**src/include/umi_consts.svh**
```systemverilog
`ifndef UMI_CONSTS_SVH
`define UMI_CONSTS_SVH

// Bus widths
`define UMI_AW          64
`define UMI_IDW         64
// Needs at least twice UMI_IDW
`define UMI_ODW         128

// Opcode codes
`define UMI_OP_READ     5'h01
`define UMI_OP_WRRESP   5'h02
`define UMI_OP_WRITE    5'h03
`define UMI_OP_POSTED   5'h05
`define UMI_OP_RDMA     5'h07
`define UMI_OP_RDRESP   5'h08
`define UMI_OP_ATOMIC   5'h09

// Finished wide packets held at the output
`define UMI_QDEPTH      2

`endif

```
**src/umi_pkg.sv**
```systemverilog
`include "umi_consts.svh"

package umi_pkg;

    // Decoded command, one field per UMI command field
    typedef struct packed {
        logic [4:0]     opcode;
        logic [2:0]     size;
        logic [7:0]     len;
        logic [7:0]     atype;
        logic [3:0]     qos;
        logic [1:0]     prot;
        logic           eom;
        logic           eof;
        logic           ex;
        logic [1:0]     user;
        logic [23:0]    user_ext;
        logic [1:0]     err;
        logic [4:0]     hostid;
    } umi_cmd_t;

    typedef struct packed {
        umi_cmd_t               cmd;
        logic [`UMI_AW-1:0]     dstaddr;
        logic [`UMI_AW-1:0]     srcaddr;
        logic [`UMI_IDW-1:0]    data;
    } umi_in_pkt_t;

    typedef struct packed {
        umi_cmd_t               cmd;
        logic [`UMI_AW-1:0]     dstaddr;
        logic [`UMI_AW-1:0]     srcaddr;
        logic [`UMI_ODW-1:0]    data;
    } umi_out_pkt_t;

    // Packet plus what the stage worked out about it
    typedef struct packed {
        umi_in_pkt_t                    pkt;
        logic [$clog2(`UMI_IDW/8):0]    bytes;
        logic                           mergeable;
    } umi_staged_t;

endpackage

```
**src/umi_in_stage.sv**
```systemverilog
`timescale 1ns/1ps
`include "umi_consts.svh"

module umi_in_stage (
    input  logic                    clk,
    input  logic                    nreset,
    input  logic                    in_valid,
    input  umi_pkg::umi_in_pkt_t    in_pkt,
    output logic                    in_ready,
    output logic                    stg_valid,
    output umi_pkg::umi_staged_t    stg,
    input  logic                    stg_ready
);

    localparam int BFW = 17;

    logic                   accept;
    logic                   prev_valid;
    umi_pkg::umi_cmd_t      prev_cmd;
    logic [`UMI_AW-1:0]     next_dst;
    logic [`UMI_AW-1:0]     next_src;
    logic [BFW-1:0]         bytes_full;
    logic                   op_ok;
    logic                   fields_ok;
    logic                   addr_ok;

    // Fields allowed to differ within a group are cleared before the compare
    function automatic umi_pkg::umi_cmd_t merge_key(input umi_pkg::umi_cmd_t c);
        umi_pkg::umi_cmd_t k;
        k          = c;
        k.len      = '0;
        k.atype    = '0;
        k.user_ext = '0;
        k.eom      = 1'b0;
        return k;
    endfunction

    assign accept   = in_valid & in_ready;
    assign in_ready = ~stg_valid | stg_ready;

    // Word bytes times word count
    assign bytes_full = (BFW'(1) << in_pkt.cmd.size) * (BFW'(in_pkt.cmd.len) + BFW'(1));

    assign op_ok = in_pkt.cmd.opcode inside {`UMI_OP_READ, `UMI_OP_WRITE, `UMI_OP_POSTED,
                                             `UMI_OP_RDMA, `UMI_OP_RDRESP, `UMI_OP_WRRESP};

    assign fields_ok = (merge_key(in_pkt.cmd) == merge_key(prev_cmd));

    assign addr_ok = (in_pkt.dstaddr == next_dst) & (in_pkt.srcaddr == next_src);

    always_ff @(posedge clk or negedge nreset) begin
        if (!nreset) begin
            stg_valid  <= 1'b0;
            prev_valid <= 1'b0;
        end
        else if (accept) begin
            stg_valid  <= 1'b1;
            prev_valid <= 1'b1;
        end
        else if (stg_ready) begin
            stg_valid  <= 1'b0;
        end
    end

    always_ff @(posedge clk) begin
        if (accept) begin
            stg.pkt       <= in_pkt;
            stg.bytes     <= bytes_full[$bits(stg.bytes)-1:0];
            stg.mergeable <= prev_valid & op_ok & fields_ok & addr_ok & ~in_pkt.cmd.ex;
            prev_cmd      <= in_pkt.cmd;
            // Where a continuation of this packet has to start
            next_dst      <= in_pkt.dstaddr + {{(`UMI_AW-BFW){1'b0}}, bytes_full};
            next_src      <= in_pkt.srcaddr + {{(`UMI_AW-BFW){1'b0}}, bytes_full};
        end
    end

    // A narrow packet never carries more than one input data word
    a_bytes_fit: assert property (
        @(posedge clk) disable iff (!nreset)
        accept |-> (bytes_full <= BFW'(`UMI_IDW/8))
    );

endmodule

```
**src/umi_merge_acc.sv**
```systemverilog
`timescale 1ns/1ps
`include "umi_consts.svh"

module umi_merge_acc (
    input  logic                    clk,
    input  logic                    nreset,
    input  logic                    stg_valid,
    input  umi_pkg::umi_staged_t    stg,
    output logic                    stg_ready,
    output logic                    acc_valid,
    output umi_pkg::umi_out_pkt_t   acc_pkt,
    input  logic                    acc_ready
);

    localparam int OBYTES = `UMI_ODW / 8;
    localparam int CNTW   = $clog2(OBYTES) + 1;

    logic [CNTW-1:0]        byte_cnt;
    logic [CNTW:0]          byte_sum;
    logic                   done_r;
    logic                   open;
    logic                   joins;
    logic                   consume;
    logic                   handoff;
    logic                   fresh;
    logic [`UMI_ODW-1:0]    mask;
    logic [`UMI_ODW-1:0]    data_in;
    logic [`UMI_ODW-1:0]    data_r;
    umi_pkg::umi_cmd_t      cmd_r;
    logic [`UMI_AW-1:0]     dst_r;
    logic [`UMI_AW-1:0]     src_r;
    logic [7:0]             len_out;

    assign open     = (byte_cnt != '0);
    assign byte_sum = {1'b0, byte_cnt} + (CNTW+1)'(stg.bytes);
    assign joins    = stg.mergeable & (byte_sum <= (CNTW+1)'(OBYTES));

    // Closed by eom earlier, or a staged packet that cannot join
    assign acc_valid = done_r | (stg_valid & open & ~joins);
    assign stg_ready = ~acc_valid | acc_ready;

    assign consume = stg_valid & stg_ready;
    assign handoff = acc_valid & acc_ready;
    assign fresh   = ~open | handoff;

    // Only the valid bytes of the narrow word
    assign mask    = ~({`UMI_ODW{1'b1}} << {stg.bytes, 3'b000});
    assign data_in = {{(`UMI_ODW-`UMI_IDW){1'b0}}, stg.pkt.data} & mask;

    always_ff @(posedge clk or negedge nreset) begin
        if (!nreset) begin
            byte_cnt <= '0;
            done_r   <= 1'b0;
        end
        else if (consume) begin
            byte_cnt <= fresh ? CNTW'(stg.bytes) : byte_sum[CNTW-1:0];
            done_r   <= stg.pkt.cmd.eom;
        end
        else if (handoff) begin
            byte_cnt <= '0;
            done_r   <= 1'b0;
        end
    end

    always_ff @(posedge clk) begin
        if (consume) begin
            if (fresh) begin
                data_r <= data_in;
                cmd_r  <= stg.pkt.cmd;
                dst_r  <= stg.pkt.dstaddr;
                src_r  <= stg.pkt.srcaddr;
            end
            else begin
                // Append above the bytes already held
                data_r    <= data_r | (data_in << {byte_cnt, 3'b000});
                cmd_r.eom <= stg.pkt.cmd.eom;
            end
        end
    end

    assign len_out = 8'(byte_cnt >> cmd_r.size) - 8'd1;

    always_comb begin
        acc_pkt         = '0;
        acc_pkt.cmd     = cmd_r;
        acc_pkt.cmd.len = len_out;
        acc_pkt.dstaddr = dst_r;
        acc_pkt.srcaddr = src_r;
        acc_pkt.data    = data_r;
    end

    a_cnt_range: assert property (
        @(posedge clk) disable iff (!nreset)
        byte_cnt <= CNTW'(OBYTES)
    );

    // Offered wide packet must not change until taken
    a_out_stable: assert property (
        @(posedge clk) disable iff (!nreset)
        (acc_valid & ~acc_ready) |=> (acc_valid & $stable(acc_pkt))
    );

endmodule

```
**src/umi_out_queue.sv**
```systemverilog
`timescale 1ns/1ps
`include "umi_consts.svh"

module umi_out_queue (
    input  logic                    clk,
    input  logic                    nreset,
    input  logic                    acc_valid,
    input  umi_pkg::umi_out_pkt_t   acc_pkt,
    output logic                    acc_ready,
    output logic                    out_valid,
    output umi_pkg::umi_out_pkt_t   out_pkt,
    input  logic                    out_ready
);

    localparam int PW = (`UMI_QDEPTH > 1) ? $clog2(`UMI_QDEPTH) : 1;

    umi_pkg::umi_out_pkt_t  mem [`UMI_QDEPTH];
    logic [PW-1:0]          wr_ptr;
    logic [PW-1:0]          rd_ptr;
    logic [PW:0]            count;
    logic                   wr_en;
    logic                   rd_en;

    // Circular pointer step
    function automatic logic [PW-1:0] ptr_next(input logic [PW-1:0] p);
        return (p == PW'(`UMI_QDEPTH - 1)) ? '0 : p + 1'b1;
    endfunction

    assign acc_ready = (count != (PW+1)'(`UMI_QDEPTH));
    assign out_valid = (count != '0);
    assign out_pkt   = mem[rd_ptr];

    assign wr_en = acc_valid & acc_ready;
    assign rd_en = out_valid & out_ready;

    always_ff @(posedge clk or negedge nreset) begin
        if (!nreset) begin
            wr_ptr <= '0;
            rd_ptr <= '0;
            count  <= '0;
        end
        else begin
            if (wr_en)
                wr_ptr <= ptr_next(wr_ptr);
            if (rd_en)
                rd_ptr <= ptr_next(rd_ptr);
            case ({wr_en, rd_en})
                2'b10:   count <= count + 1'b1;
                2'b01:   count <= count - 1'b1;
                default: count <= count;
            endcase
        end
    end

    always_ff @(posedge clk) begin
        if (wr_en)
            mem[wr_ptr] <= acc_pkt;
    end

    // A write never lands on an entry still waiting to be read
    a_no_overwrite: assert property (
        @(posedge clk) disable iff (!nreset)
        wr_en |-> ((wr_ptr != rd_ptr) || (count == '0))
    );

endmodule

```
**src/umi_merge_top.sv**
```systemverilog
`timescale 1ns/1ps

module umi_merge_top (
    input  logic                    clk,
    input  logic                    nreset,
    input  logic                    in_valid,
    input  umi_pkg::umi_in_pkt_t    in_pkt,
    output logic                    in_ready,
    output logic                    out_valid,
    output umi_pkg::umi_out_pkt_t   out_pkt,
    input  logic                    out_ready
);

    logic                   stg_valid;
    umi_pkg::umi_staged_t   stg;
    logic                   stg_ready;
    logic                   acc_valid;
    umi_pkg::umi_out_pkt_t  acc_pkt;
    logic                   acc_ready;

    umi_in_stage i_umi_in_stage (
        .clk        (clk),
        .nreset     (nreset),
        .in_valid   (in_valid),
        .in_pkt     (in_pkt),
        .in_ready   (in_ready),
        .stg_valid  (stg_valid),
        .stg        (stg),
        .stg_ready  (stg_ready)
    );

    umi_merge_acc i_umi_merge_acc (
        .clk        (clk),
        .nreset     (nreset),
        .stg_valid  (stg_valid),
        .stg        (stg),
        .stg_ready  (stg_ready),
        .acc_valid  (acc_valid),
        .acc_pkt    (acc_pkt),
        .acc_ready  (acc_ready)
    );

    umi_out_queue i_umi_out_queue (
        .clk        (clk),
        .nreset     (nreset),
        .acc_valid  (acc_valid),
        .acc_pkt    (acc_pkt),
        .acc_ready  (acc_ready),
        .out_valid  (out_valid),
        .out_pkt    (out_pkt),
        .out_ready  (out_ready)
    );

endmodule

```
**config.mk**
```make
export PLATFORM = sky130hd
export DESIGN_NAME = umi_merge_top
export DESIGN_NICKNAME = d
export VERILOG_FILES = /design/src/umi_pkg.sv /design/src/umi_in_stage.sv /design/src/umi_merge_acc.sv /design/src/umi_out_queue.sv /design/src/umi_merge_top.sv
export VERILOG_INCLUDE_DIRS = /design/src /design/src/include
export SDC_FILE = /design/constraint.sdc
export NUM_CORES = 2
export LEC_CHECK = 0
export ABC_AREA = 1
export BUFFER_PORTS_ARGS = -buffer_cell sky130_fd_sc_hd__buf_2
export CORE_ASPECT_RATIO = 2
export CORE_UTILIZATION = 41
export CTS_CLUSTER_SIZE = 16
export DETAILED_ROUTE_END_ITERATION = 10
export PLACE_DENSITY = 0.69
export SETUP_SLACK_MARGIN = 0.2
export SLEW_MARGIN = 20
export SYNTH_ARGS = -nofsm -noshare
export SYNTH_HDL_FRONTEND = slang
export SYNTH_SLANG_ARGS = --single-unit
```
**constraint.sdc**
```tcl
create_clock -name clk -period 42.2 [get_ports clk]
set_clock_uncertainty 0.05 [all_clocks]
set_input_delay 8.44 -clock clk [delete_from_list [all_inputs] [get_ports clk]]
set_output_delay 8.44 -clock clk [all_outputs]
set_load 0.005 [all_outputs]
```
# Word level (Yosys, flattened, before mapping)
# Memory sizes are Yosys's and may differ from the RTL's.
# Index checks and enable logic that the tools add are counted.
[op_classes]
add_sub_neg = 9
multipliers = 1
order_cmp = 1
eq_ne = 12
shift = 4
muxes = 13
bitwise = 24
n_reduce_logical = 7
[ops]
columns = ["cell", "count"]
rows = [
  ["$add A64 B17 Y64", 2],
  ["$and A64 B128 Y128", 1],
  ["$eq A64 B64 Y1", 2],
  ["$mux W128", 1],
  ["$not A128 Y128", 1],
  ["$or A128 B128 Y128", 1],
  ["$shl A128 B7 Y128 const A", 1],
  ["$shl A128 B8 Y128", 1],
  ["$eq A25 B25 Y1", 1],
  ["$mul A17 B17 Y17", 1],
  ["$shl A1 B3 Y17 const A", 1],
  ["$mux W5", 3],
  ["$and A1 B1 Y1", 12],
  ["$eq A5 B2 Y1 const B", 2],
  ["$eq A5 B3 Y1 const B", 2],
  ["$add A8 B1 Y9 const B", 1],
  ["$mux W1", 8],
  ["$reduce_bool A2 Y1", 4],
  ["$shr A5 B3 Y8", 1],
  ["$sub A8 B1 Y8 const B", 1],
  ["$add A5 B4 Y6", 1],
  ["$le A6 B5 Y1 const B", 1],
  ["$reduce_bool A6 Y1", 1],
  ["$eq A5 B1 Y1 const B", 1],
  ["12 further kinds", 20],
]
[totals]
ff_bits = 709
mem_bits_rw = 644
in_bits = 262
output_inout_bits = 324
wordCells = 113
n_memories = 1
[mem_list]
columns = ["memory", "words", "width", "read_ports", "rd_clocked_by_memory_dff", "write_ports", "line", "source"]
rows = [
  ["i_umi_out_queue.mem", 2, 322, 1, 0, 1, "umi_out_queue.sv:17", "umi_pkg::umi_out_pkt_t mem [`UMI_QDEPTH];"],
]

# Logic depth before layout (Yosys ltp)
[depth]
ltp_word = 11
mapped_depth = 38
mapped_depth_nobuf = 38

# Hierarchy
# Synthesis repeated with hierarchy kept, for this count alone.
[unflattened]
hier_cells = 5947
area_unflattened_um2 = 62098.3
[modules_own_cells]
columns = ["mod", "n_inst", "cells_per_inst", "area_each_um2", "seq_area_each_um2"]
rows = [
  ["umi_out_queue", 1, 1711, 23732.8, 19438.6],
  ["umi_in_stage", 1, 2643, 23069.6, 11791.3],
  ["umi_merge_acc", 1, 1593, 15295.9, 9579.2],
]

# Worst setup path after synthesis
# No wires, ideal clock.
[synth_timing]
path_type = "in2reg"
startpoint = "input port in_valid"
endpoint = "register i_umi_in_stage.next_dst[0] (enable)"
setup_time_ps = 732
arrival_time_ps = 15915
required_time_ps = 41418
slack_ps = 25503
stages = 2
n_path_buf = 0
cell_sequence = "nand2_1 -> inv_1"
[synth_between]
elab_chain_cells = 1
[synth_lines]
columns = ["item", "line", "source"]
rows = [
  ["from (decl)", "umi_merge_top.sv:6", "input logic in_valid,"],
  ["$and A1 B1 Y1", "umi_in_stage.sv:38", "assign accept = in_valid & in_ready;"],
  ["via i_umi_in_stage.accept", "umi_in_stage.sv:17", "logic accept;"],
  ["to (signal assigned)", "umi_in_stage.sv:72", "next_dst <= in_pkt.dstaddr + {{(`UMI_AW-BFW){1'b0}}, bytes_full};"],
  ["to (decl)", "umi_in_stage.sv:20", "logic [`UMI_AW-1:0] next_dst;"],
]
# The timed path passes the listed nets, and every way through them passes these cells.
# A chain may end at the register's enable or synchronous reset.

# Final worst setup path
[layout_timing]
startpoint = "input port in_pkt[251] (netlist name)"
endpoint = "register i_umi_in_stage.next_dst[37] (data pin)"
[layout_between]
elab_chain_cells = 3
[layout_lines]
columns = ["item", "line", "source"]
rows = [
  ["from (decl)", "umi_merge_top.sv:7", "input umi_pkg::umi_in_pkt_t in_pkt,"],
  ["$shl A1 B3 Y17", "umi_in_stage.sv:42", "assign bytes_full = (BFW'(1) << in_pkt.cmd.size) * (BFW'(in_pkt.cmd.len) + BFW'(1));"],
  ["$mul A17 B17 Y17", "umi_in_stage.sv:42", ""],
  ["$add A64 B17 Y64", "umi_in_stage.sv:72", ""],
]
# Every way passes these cells.

==> metrics.md <==
| Metric | Value |
|---|---|
| Warnings, synthesis | `0` |
| Final ANT Viol Nets | `0` |
| Post-synthesis sequential area ratio | `roughly two thirds` |
| Post-Syn Area | `about 60,000 um^2` |
| Leakage | `around 28 nW` |
| Drt drc | `0` |
| Main synth FF type | `edfxtp_1` |
| Peak supply drop | `slightly above 0.08 mV` |
| Vias/cell | `about 5.4` |
| Area Growth Syn to Fin | `15.3%` |
| Slowest stage delay, CP | `approximately 0.64 ns` |
| RSZ-0062 raised after global routing | `false` |
| Fin cells | `roughly 7,900` |
| Wire per inst | `approximately 29 um` |
| Arrival time worst endpoint | `between 15 and 20 ns` |
| CTS tree | `yes` |
| Die ar. | `~150,000 um^2` |
| Antenna violations before repair | `53` |
| Clk pin slew, worst setup/hold paths | `0.08 ns` |
| Clock Path Buffers | `3` |
| Via Count | `roughly 43,000` |
| GP Congestion | `between 1 and 1.5` |
| Post-synth cell types | `approximately 50` |
| Final nets | `around 6,300` |
| Async S/R FF share, synth | `less than 1%` |
| Die width | `272 um` |
| Vias in the first global route | `between 40,000 and 50,000` |
| Peak Freq | `about 63 MHz` |
| Row Count | `~200` |
| CP Launch Point | `in_pkt[251]` |
| First-pass GRT wire length | `approximately 310 mm` |
| Worst setup SP type | `primary input` |
| Final Max Tran Viols | `0` |
| WP data required | `around 43 ns` |
| Register area | `slightly above 40,000 um^2` |
| Hold Path Origin | `i_umi_in_stage.stg[178]` |
| Htree depth | `3` |
| Critical path endpoint category | `register` |
| Sink Count | `roughly 1,400` |
| Setup violators final | `0` |
| Crit Reg-Reg Startpoint | `i_umi_merge_acc.byte_cnt[1]` |
| Fill cell count | `between 10,000 and 15,000` |
| DP Area | `about 65,000 um^2` |
| Die height | `542 um` |
| Cts repair resizes | `0` |
| Yosys reg bits | `~1,400` |
| Util after Layout | `around 48%` |
| Critical path type | `primary input to register` |
| Detailed placer's ending HPWL | `around 170 mm` |
| CTS Root Buffer Type | `clkbuf_16` |
| Pin slew with the least headroom to its limit | `approximately 1.2 ns` |
| Ports | `a little under 600` |
| CORE AREA | `between 100,000 and 150,000 um^2` |
| Sum Neg Setup Slack | `0 ns` |
| CTS buffer count | `120` |
| Layout cells sized above 1 | `about 15%` |
| DRT iter0 DRCs | `about 4,200` |
| Placed cells | `7,672` |
| Largest net degree at the start of global routing | `roughly 200` |
| CP top delay family | `adder cells` |
| Outcome | `finished, final reports clean` |
| Max-slew headroom | `a little under a fifth` |
| Drt pass-1 iters | `6` |
| WL final | `approximately 230 mm` |
| CP most frequent cell | `inv_1` |
| Post-CTS Hold Fix Bufs | `0` |
| PD cells | `roughly 79 nW/um^2` |
| Initial Util | `between 40% and 50%` |
| CP max stage cell | `xor2_1` |
| Synth area leaders | `edfxtp_1 67%, nand2_1 11%, inv_1 2.4%, nand3_1 2.4%, nor2_1 2.1%` |
| Multi-input combinational cell area | `around 17,000 um^2` |
| CP bufs+invs | `8` |
| Worst Hold Class | `register to register` |
| Avg Inst Size Synth | `11.2 um^2` |
| Clock insertion delay at the later pin of the skew report | `0.77 ns` |
| Post-CTS setup buffers | `0` |
| Syn nets | `approximately 5,700` |
| Final Critical Period | `15.83 ns` |
| Fin area | `69,100 um^2` |
| Total gr overflow | `0` |
| Buffers on Ports | `between 500 and 600` |
| Post-Synthesis Cells | `around 5,300` |
| Post-synth EDFFs | `between 1,000 and 1,500` |
| Max-Cap Viols | `0` |
| Tot GR Track Use | `a little under a third` |
| Final period util | `between 30% and 40%` |
| Proportion of netlist area held by the largest area contributor | `between 60% and 70%` |
| Final Hold Vio Count | `0` |
| Synth area leader | `edfxtp_1` |
| Crit-path max FO | `7` |
-- report_power, final --
| part | switching (mW) | internal, mW |
|---|---|---|
| Sequential | 0.220 | 2.17 |
| Clock | 0.531 | 0.644 |
| Combinational | 1.39 | 0.476 |
| Total | 2.15 | 3.29 |
-- cell usage in the layout (no fill, tap or decap), types with 13 or more instances in the layout --
master,n
a21oi_1,166
fa_1,46
xnor2_1,75
clkinv_4,13
buf_2,585
o22ai_1,23
xor2_1,133
a31oi_1,30
nor3_1,52
nand2_1,1812
clkbuf_16,120
nand3_1,284
ha_1,78
o21ai_1,37
o211ai_1,17
buf_4,36
nor4_1,35
edfxtp_1,1341
o21bai_1,29
o21ai_0,101
clkinv_1,16
clkinv_2,20
clkbuf_1,22
a22o_1,13
nand4_1,70
nor2_1,332
o21ai_2,18
inv_1,374
bufinv_16,18
diode_2,28
-- layout make-up --
| class | count | share of cell area [%] |
|---|---|---|
| Clock buffer | 142 | 4.47 |
| Multi-Input combinational cell | 3409 | 24.7 |
| Inverter | 385 | 2.12 |
| Timing Repair Buffer | 626 | 4.78 |
| Sequential cell | 1353 | 58.8 |
| Antenna cell | 28 | 0.101 |
| Tap cell | 1900 | 3.44 |
| Clock inverter | 85 | 1.60 |
-- cell usage after synthesis, types with 3 or more instances --
| master | count |
|---|---|
| a211oi_1 | 3 |
| a21o_1 | 8 |
| a21oi_1 | 166 |
| a21oi_2 | 3 |
| a22o_1 | 13 |
| a31oi_1 | 31 |
| buf_1 | 28 |
| buf_2 | 19 |
| buf_6 | 13 |
| clkbuf_1 | 123 |
| clkbuf_2 | 4 |
| dfrtp_1 | 12 |
| edfxtp_1 | 1341 |
| fa_1 | 46 |
| ha_1 | 78 |
| inv_1 | 379 |
| inv_2 | 5 |
| nand2_1 | 1812 |
| nand2_2 | 4 |
| nand3_1 | 284 |
| nand3b_1 | 3 |
| nand4_1 | 70 |
| nor2_1 | 338 |
| nor3_1 | 52 |
| nor4_1 | 35 |
| o211ai_1 | 17 |
| o21ai_0 | 102 |
| o21ai_1 | 36 |
| o21ai_2 | 18 |
| o21bai_1 | 29 |
| o221ai_1 | 3 |
| o22ai_1 | 23 |
| or2_2 | 8 |
| xnor2_1 | 75 |
| xor2_1 | 133 |
-- kinds of logic (layout without fill, tap and decap cells) --
family / count (synthesis) / after routing / synth area share [%]
compound gates: 460 / 460 / 4.47
xor+xnor: 208 / 208 / 3.04
fa+ha+maj: 124 / 124 / 3.17
buf+inv: 574 / 1238 / 3.82
flops: 1353 / 1353 / 67.7
other cells: 0 / 28 / 0
simple gates: 2617 / 2617 / 17.8
-- path summary, 6_finish.rpt --
check                                          endpoint  slack, ns  cells past startpoint
max in group asynchronous   i_umi_merge_acc.byte_cnt[0]      34.32                      1
min                           i_umi_merge_acc.dst_r[45]       0.32                      0
min reg2reg                   i_umi_merge_acc.dst_r[45]       0.32                      0
min in group asynchronous      i_umi_out_queue.count[0]       7.50                      1
max reg2reg                i_umi_merge_acc.acc_pkt[264]      35.26                     15
max                         i_umi_in_stage.next_dst[37]      26.37                     27
-- metrics by stage --
stage	setup WS (ns)	power (mW)	hold WS, ns
3_3_place_gp	26.24	4.23	0.350
4_1_cts	26.98	5.44	0.316
5_1_grt	26.21	5.67	0.325
2_1_floorplan	25.50	3.51	0.350
3_5_place_dp	26.14	4.26	0.355
6_report	26.37	5.44	0.324
-- state kept, by name, indices dropped and copies added (netlist names) --
signal                     cells
i_umi_out_queue.wr_ptr         1
i_umi_merge_acc.data_r       128
i_umi_in_stage.stg_valid       1
i_umi_in_stage.prev_valid      1
i_umi_in_stage.next_src       64
i_umi_out_queue.mem          644
i_umi_merge_acc.byte_cnt       5
i_umi_out_queue.rd_ptr         1
i_umi_out_queue.count          2
i_umi_merge_acc.dst_r         64
i_umi_in_stage.stg           255
i_umi_in_stage.next_dst       64
i_umi_merge_acc.src_r         64
i_umi_merge_acc.acc_pkt       58
i_umi_merge_acc.done_r         1
-- metal layers --
metal  track usage, %  share of wire (%)  routed length [um]  vias up
met5                0               0.11                 255        -
met4             28.6                 11               25700       38
met3             6.80                7.7               17700      765
met2             53.8                 50              115000     2213
met1             30.1                 31               71100    20613
li1                 -                  -                   -    19352
-- worst reg2reg max path: stages (launching register included) --
cell     delay (ns)
dfrtp_2        0.98
buf_4          0.73
inv_1          0.13
buf_4          0.41
nand4_4        0.32
nand2_1        0.07
inv_1          0.05
nand2_1        0.06
nand2_2        0.12
nand2_4        0.13
nand2_4        0.07
buf_4          0.76
inv_2          0.70
nor2_4         0.53
buf_12         0.56
buf_4          0.79
(Power assumes the default switching activity.)
